<file path="src/include/uart_rx_settings.svh">
////////////////////
// build settings for the uart receiver
// oversampling, sample point, fifo depth, sink credits
////////////////////

`ifndef UART_RX_SETTINGS_SVH
`define UART_RX_SETTINGS_SVH

// rxclk cycles per serial bit
`define UART_OVERSAMPLE 16

// count within a bit window where the line is read
// start detect cycle counts as zero, so 7 lands mid bit
`define UART_SAMPLE_POINT 7

// fifo entries, also the receiver credits after reset
`define RX_FIFO_DEPTH 8

// sink credits held by the unloader after reset
`define OUT_CREDITS 4

`endif

</file>
<file path="src/source/uart_rx_pkg.sv">
////////////////////
// shared types for the uart receiver
// receiver states, data byte, status counts
////////////////////

package uart_rx_pkg;

   // receiver fsm states
   typedef enum logic [1:0]
   {
      IDLE  = 2'd0,
      START = 2'd1,
      DATA  = 2'd2,
      STOP  = 2'd3
   } rx_state_e;

   // one received character
   typedef struct packed
   {
      logic [7:0] data;
   } rx_byte_t;

   // error counts, both saturate at 8'hff
   // frames with a low stop bit land in frame_err_count
   // good frames dropped for lack of fifo credit land in overrun_count
   typedef struct packed
   {
      logic [7:0] frame_err_count;
      logic [7:0] overrun_count;
   } rx_status_t;

endpackage

</file>
<file path="src/source/uart_frame_receiver.sv">
////////////////////
// uart frame receiver
// sync, start detect, mid bit sampling, credit push
////////////////////

`timescale 1ns/100ps

`include "uart_rx_settings.svh"

module uart_frame_receiver
   import uart_rx_pkg::*;
(
   input  logic       rxclk,
   input  logic       reset,
   input  logic       rx_in,
   input  logic       rx_enable,
   input  logic       fifo_credit,
   output logic       push_valid,
   output rx_byte_t   push_byte,
   output rx_status_t status
);

   localparam int CREDIT_W = $clog2(`RX_FIFO_DEPTH + 1);
   localparam logic [3:0] SAMPLE_POINT = 4'(`UART_SAMPLE_POINT);
   localparam logic [3:0] SAMPLE_LAST = 4'(`UART_OVERSAMPLE - 1);

   logic                rx_d1;
   logic                rx_d2;
   rx_state_e           state;
   logic [3:0]          sample_cnt;
   logic [3:0]          bit_cnt;
   logic [7:0]          shift_reg;
   logic [CREDIT_W-1:0] credits;
   logic                sample_tick;
   logic                stop_tick;
   logic                do_push;

   // two flop synchronizer that resets to the idle high level
   always_ff @(posedge rxclk or posedge reset)
   begin
      if (reset)
      begin
         rx_d1 <= 1'b1;
         rx_d2 <= 1'b1;
      end
      else
      begin
         rx_d1 <= rx_in;
         rx_d2 <= rx_d1;
      end
   end

   assign sample_tick = rx_enable && (state != IDLE) && (sample_cnt == SAMPLE_POINT);
   assign stop_tick   = sample_tick && (state == STOP);

   // good stop bit and a free fifo entry
   assign do_push = stop_tick && rx_d2 && (credits != '0);

   // frame fsm
   always_ff @(posedge rxclk or posedge reset)
   begin
      if (reset)
      begin
         state      <= IDLE;
         sample_cnt <= '0;
         bit_cnt    <= '0;
      end
      else if (!rx_enable)
      begin
         // drop whatever frame was in progress
         state <= IDLE;
      end
      else if (state == IDLE)
      begin
         if (!rx_d2)
         begin
            // this cycle is sample zero of the start bit
            state      <= START;
            sample_cnt <= 4'd1;
            bit_cnt    <= '0;
         end
      end
      else
      begin
         sample_cnt <= (sample_cnt == SAMPLE_LAST) ? '0 : sample_cnt + 4'd1;
         if (sample_tick)
         begin
            case (state)
               START:
               begin
                  // high at mid start bit means a glitch
                  if (rx_d2)
                     state <= IDLE;
                  else
                     state <= DATA;
               end
               DATA:
               begin
                  bit_cnt <= bit_cnt + 4'd1;
                  if (bit_cnt == 4'd7)
                     state <= STOP;
               end
               default:
                  state <= IDLE;
            endcase
         end
      end
   end

   // data bits arrive lsb first
   always_ff @(posedge rxclk)
   begin
      if (sample_tick && (state == DATA))
         shift_reg <= {rx_d2, shift_reg[7:1]};
      if (do_push)
         push_byte.data <= shift_reg;
   end

   // fifo credits are spent on push and returned on pop
   always_ff @(posedge rxclk or posedge reset)
   begin
      if (reset)
      begin
         push_valid <= 1'b0;
         credits    <= CREDIT_W'(`RX_FIFO_DEPTH);
      end
      else
      begin
         push_valid <= do_push;
         case ({do_push, fifo_credit})
            2'b10:   credits <= credits - CREDIT_W'(1);
            2'b01:   credits <= credits + CREDIT_W'(1);
            default: credits <= credits;
         endcase
      end
   end

   // error counts
   always_ff @(posedge rxclk or posedge reset)
   begin
      if (reset)
      begin
         status <= '0;
      end
      else if (stop_tick)
      begin
         if (!rx_d2)
         begin
            if (status.frame_err_count != 8'hff)
               status.frame_err_count <= status.frame_err_count + 8'd1;
         end
         else if (credits == '0)
         begin
            if (status.overrun_count != 8'hff)
               status.overrun_count <= status.overrun_count + 8'd1;
         end
      end
   end

endmodule

</file>
<file path="src/source/rx_byte_fifo.sv">
////////////////////
// receive byte fifo
// circular buffer, credit per popped entry
////////////////////

`timescale 1ns/100ps

`include "uart_rx_settings.svh"

module rx_byte_fifo
   import uart_rx_pkg::*;
(
   input  logic     rxclk,
   input  logic     reset,
   input  logic     push_valid,
   input  rx_byte_t push_byte,
   input  logic     pop,
   output logic     fifo_empty,
   output rx_byte_t fifo_head,
   output logic     fifo_credit
);

   localparam int PTR_W = $clog2(`RX_FIFO_DEPTH);
   localparam int CNT_W = $clog2(`RX_FIFO_DEPTH + 1);
   localparam logic [PTR_W-1:0] PTR_LAST = PTR_W'(`RX_FIFO_DEPTH - 1);

   rx_byte_t         mem [`RX_FIFO_DEPTH];
   logic [PTR_W-1:0] wr_ptr;
   logic [PTR_W-1:0] rd_ptr;
   logic [CNT_W-1:0] count;

   // the receiver never pushes into a full fifo
   always_ff @(posedge rxclk)
   begin
      if (push_valid)
         mem[wr_ptr] <= push_byte;
   end

   always_ff @(posedge rxclk or posedge reset)
   begin
      if (reset)
      begin
         wr_ptr      <= '0;
         rd_ptr      <= '0;
         count       <= '0;
         fifo_credit <= 1'b0;
      end
      else
      begin
         if (push_valid)
            wr_ptr <= (wr_ptr == PTR_LAST) ? '0 : wr_ptr + PTR_W'(1);
         if (pop)
            rd_ptr <= (rd_ptr == PTR_LAST) ? '0 : rd_ptr + PTR_W'(1);

         case ({push_valid, pop})
            2'b10:   count <= count + CNT_W'(1);
            2'b01:   count <= count - CNT_W'(1);
            default: count <= count;
         endcase

         // freed entry goes back to the receiver one cycle later
         fifo_credit <= pop;
      end
   end

   assign fifo_empty = (count == '0);
   assign fifo_head  = mem[rd_ptr];

endmodule

</file>
<file path="src/source/rx_credit_unloader.sv">
////////////////////
// fifo unloader toward the sink
// pops while sink credits remain
////////////////////

`timescale 1ns/100ps

`include "uart_rx_settings.svh"

module rx_credit_unloader
   import uart_rx_pkg::*;
(
   input  logic     rxclk,
   input  logic     reset,
   input  logic     fifo_empty,
   input  rx_byte_t fifo_head,
   input  logic     out_credit,
   output logic     pop,
   output logic     out_valid,
   output rx_byte_t out_byte
);

   localparam int CREDIT_W = $clog2(`OUT_CREDITS + 1);

   logic [CREDIT_W-1:0] credits;

   // one byte per cycle while data and credit are both there
   assign pop = !fifo_empty && (credits != '0);

   // sink credit count where a pop and a returned credit may coincide
   always_ff @(posedge rxclk or posedge reset)
   begin
      if (reset)
      begin
         credits <= CREDIT_W'(`OUT_CREDITS);
      end
      else
      begin
         case ({pop, out_credit})
            2'b10:   credits <= credits - CREDIT_W'(1);
            2'b01:   credits <= credits + CREDIT_W'(1);
            default: credits <= credits;
         endcase
      end
   end

   // out_valid is a one cycle strobe without handshake
   always_ff @(posedge rxclk or posedge reset)
   begin
      if (reset)
         out_valid <= 1'b0;
      else
         out_valid <= pop;
   end

   // payload follows the popped head
   always_ff @(posedge rxclk)
   begin
      if (pop)
         out_byte <= fifo_head;
   end

endmodule

</file>
<file path="src/source/uart_rx_top.sv">
////////////////////
// uart receive path top level
////////////////////

`timescale 1ns/100ps

module uart_rx_top
   import uart_rx_pkg::*;
(
   input  logic       rxclk,
   input  logic       reset,
   input  logic       rx_in,
   input  logic       rx_enable,
   input  logic       out_credit,
   output logic       out_valid,
   output rx_byte_t   out_byte,
   output rx_status_t status
);

   // receiver to fifo
   logic     push_valid;
   rx_byte_t push_byte;
   logic     fifo_credit;

   // fifo to unloader
   logic     fifo_empty;
   rx_byte_t fifo_head;
   logic     pop;

   uart_frame_receiver receiver
   (
      .rxclk       (rxclk),
      .reset       (reset),
      .rx_in       (rx_in),
      .rx_enable   (rx_enable),
      .fifo_credit (fifo_credit),
      .push_valid  (push_valid),
      .push_byte   (push_byte),
      .status      (status)
   );

   rx_byte_fifo fifo
   (
      .rxclk       (rxclk),
      .reset       (reset),
      .push_valid  (push_valid),
      .push_byte   (push_byte),
      .pop         (pop),
      .fifo_empty  (fifo_empty),
      .fifo_head   (fifo_head),
      .fifo_credit (fifo_credit)
   );

   rx_credit_unloader unloader
   (
      .rxclk      (rxclk),
      .reset      (reset),
      .fifo_empty (fifo_empty),
      .fifo_head  (fifo_head),
      .out_credit (out_credit),
      .pop        (pop),
      .out_valid  (out_valid),
      .out_byte   (out_byte)
   );

endmodule

</file>
<file path="config.mk">
export PLATFORM = sky130hd
export DESIGN_NAME = uart_rx_top
export DESIGN_NICKNAME = d
export VERILOG_FILES = /design/src/source/uart_rx_pkg.sv /design/src/source/uart_frame_receiver.sv /design/src/source/rx_byte_fifo.sv /design/src/source/rx_credit_unloader.sv /design/src/source/uart_rx_top.sv
export VERILOG_INCLUDE_DIRS = /design/src /design/src/include
export SDC_FILE = /design/constraint.sdc
export NUM_CORES = 1
export LEC_CHECK = 0
export ABC_AREA = 1
export BUFFER_PORTS_ARGS = -buffer_cell sky130_fd_sc_hd__buf_2
export CAP_MARGIN = 5
export CORE_UTILIZATION = 55
export DETAILED_ROUTE_END_ITERATION = 8
export PLACE_DENSITY = 0.73
export SLEW_MARGIN = 40
export SYNTH_ARGS = -nofsm -noshare
export SYNTH_HDL_FRONTEND = slang
export SYNTH_SLANG_ARGS = --single-unit
</file>
<file path="constraint.sdc">
create_clock -name rxclk -period 5.65 [get_ports rxclk]
set_input_delay 0.565 -clock rxclk [delete_from_list [all_inputs] [get_ports rxclk]]
set_output_delay 0.565 -clock rxclk [all_outputs]
set_load 0.05 [all_outputs]
</file>
==> flow_metrics.tcl <==
set metrics [dict create \
    worst_pin_slew_ns 0.8612 \
    internal-power_mw 2.177 \
    drive_gt1_frac 0.1404 \
    path_class "reg -> reg" \
    drt_wl_total_um 11430 \
    finalCritPeriodShare 0.5842 \
    grt_pass1_vias 4171 \
    final_cell_mix "nand2_1 (147), edfxtp_1 (88), o21ai_0 (72), nor2_1 (72), inv_1 (49)" \
    die_y_um 106.7 \
    clk_pin_slew_ns 0.06 \
    pwr-share-clk 0.329 \
    vias 4152 \
    initial_core_util 0.5765 \
    cts_tree "done" \
    fmax_ghz 0.3030 \
    regMostFlops "fifo.mem" \
    cp_max_fo 10 \
    pwr_density_cell_nw_per_um2 481.0 \
    cts_sinks 135 \
    reg_top3 "fifo.mem x64, receiver.status x16" \
    ctsLongestPathBuffers 2 \
    crit_start "receiver.state[0]" \
    syn_nets 609 \
    cts_buffers 17 \
    syn_avg_cell_area_sq_um 10.36 \
    yosysUniqueCellTypes 35 \
    drc 0 \
    ant_nets 0 \
    cts-root-buf "clkbuf_8" \
    clock-skew-final_ns 0.01332 \
    p_sw_mw 1.149 \
    peakVddDrop_uv 323.8 \
    ctsHoldBuffers 0 \
    num_rows 37 \
    synth_cells 582 \
    drtIter0Drc 182 \
    synth_area_sq_um 6032 \
    slew_headroom 0.4237 \
    post-place-ws_ns 2.360 \
    setup_slack_ns 2.349 \
    cp-start-kind "flop" \
    end_kind "flop" \
    synth_edf_count 88 \
    die-area_sq_um 11390 \
    status "finished, final reports clean" \
    min_path_type "in -> async" \
    routed_via_density 5.392 \
    clock_latency_ns 0.52 \
    pwr-share-comb 0.282 \
    grt_use_total 0.2186 \
    ioPinCount 30 \
    n_fill_cell 776 \
    synth-seq-cells 135 \
    htree_levels 4 \
    fp.dieW_um 106.7 \
    wl_per_cell_um 14.85 \
    finalNetCount 648 \
    setup_viol 0 \
    antenna_found_initial 0 \
    core-area_sq_um 10460 \
    fin_setup_tns_ns 0 \
    synthToLayoutAreaGrowth_pct 14.64 \
    rr_startpoint "receiver.state[0]" \
    gp_congestion 0.8187 \
    ys_seq_area_frac 0.6339 \
    diodes 0 \
    drt-pass1-iter-count 5 \
    cap_violations 0 \
    synth-main-ff-cell "edfxtp_1" \
    final.min_clock_period_ns 3.301 \
    grt_max_degree 48 \
    total_leakage_power_nw 2.935 \
    crit_required_ns 6.11 \
    largest_reg_flops 64 \
    grt_overflow_total 0 \
    switching_share 0.3455 \
    async_reset_ff_frac 0.3481 \
    hold_ws_ns 0.1146 \
    io_buffer_count 29 \
    pwr-share-seq 0.390 \
    grt_pass1_wl_um 18760 \
    rsz0062_at_grt "no" \
    cts_setup_buffers 0 \
    hold_violations 0 \
    synth_warnings 0 \
    drv_slew 0 \
    cp_data_arrival_time_ns 3.76 \
    post_cts_resized 0 \
    dp_hpwl_um 7036 \
    final_common_cell "nand2_1" \
    regToRegSetupSlack_ns 2.35 \
]
==> final timing paths <==
kind / end / cells after the start
setup / recovery: receiver.credits[3] / 15
hold / removal: receiver.sample_cnt[2] / 2
setup reg to reg: receiver.credits[3] / 15
hold reg to reg: receiver.rx_d2 / 0
max in group asynchronous: fifo.rd_ptr[1] / 2
min in group rxclk: receiver.rx_d1 / 1
==> area by class of cell <==
type / count / area (sq um) / area share
Multi-Input combinational cell: 383 / 1976 / 0.2857
Inverter: 54 / 205.2 / 0.02967
Clock buffer: 17 / 414.1 / 0.05989
Clock inverter: 15 / 172.7 / 0.02497
Timing Repair Buffer: 30 / 152.6 / 0.02207
Sequential cell: 135 / 3825 / 0.5531
Tap cell: 136 / 170.2 / 0.02461
==> metal layers <==
metal	part of all wire	wire length [um]	up-vias	global-route usage
li1	-	-	2012	-
met1	0.39	4498	2006	0.2382
met2	0.54	6143	119	0.3945
met3	0.053	606	15	0.05957
met4	0.016	184	0	0.09980
met5	0	0	-	0
==> kinds of logic after synthesis <==
logic type / count (synthesis) / share of synthesized area
simple gates: 261 / 0.1813
xor+xnor: 13 / 0.01888
buf+inv: 64 / 0.04107
mux: 1 / 0.001867
fa+ha+maj: 22 / 0.04937
flops: 135 / 0.6339
compound gates: 86 / 0.07364
==> cells in the mapped netlist, drive strengths merged, types with 4 or more instances <==
cell      n  area share
xnor2     6      0.0087
nand4     5      0.0077
a21oi     4      0.0033
dfstp     4       0.017
xor2      7       0.010
ha       19       0.039
nor2     83       0.058
o21ai    78       0.065
buf       7      0.0056
edfxtp   88        0.44
dfrtp    43        0.18
inv      53       0.033
nand3    19       0.017
nand2   148       0.093
==> power groups by stage <==
| stage | registers [mW] | clock network (mW) | logic [mW] |
|---|---|---|---|
| global placement | 1.31 | 0 | 0.876 |
| floorplan | 1.38 | 0 | 0.645 |
| CTS | 1.30 | 1.11 | 0.941 |
| global route | 1.31 | 1.15 | 1.06 |
| detailed placement | 1.31 | 0 | 0.921 |
| finish | 1.30 | 1.09 | 0.937 |
==> per-stage QoR <==
step           cell area, sq um  power, mW    util  instances
3_3_place_gp               6310      2.185  0.6031        738
6_report                   6915      3.327  0.6610        770
4_1_cts                    6908      3.344  0.6602        770
5_1_grt                    6915      3.523  0.6610        770
3_5_place_dp               6321      2.235  0.6042        738
2_1_floorplan              6032      2.028       -        582
==> critical path, stage by stage (launching register included) <==
cell,delay (ns)
dfrtp_1,0.39
inv_1,0.08
ha_1,0.34
nor2_8,0.22
nand4_4,0.19
nor2_1,0.66
inv_1,0.10
ha_1,0.22
inv_1,0.13
ha_1,0.27
or2_2,0.32
nand2_1,0.07
nand3_1,0.08
nand2_1,0.07
nand2_1,0.05
nand2_1,0.05
No activity file was read; power rests on OpenSTA's default activity.
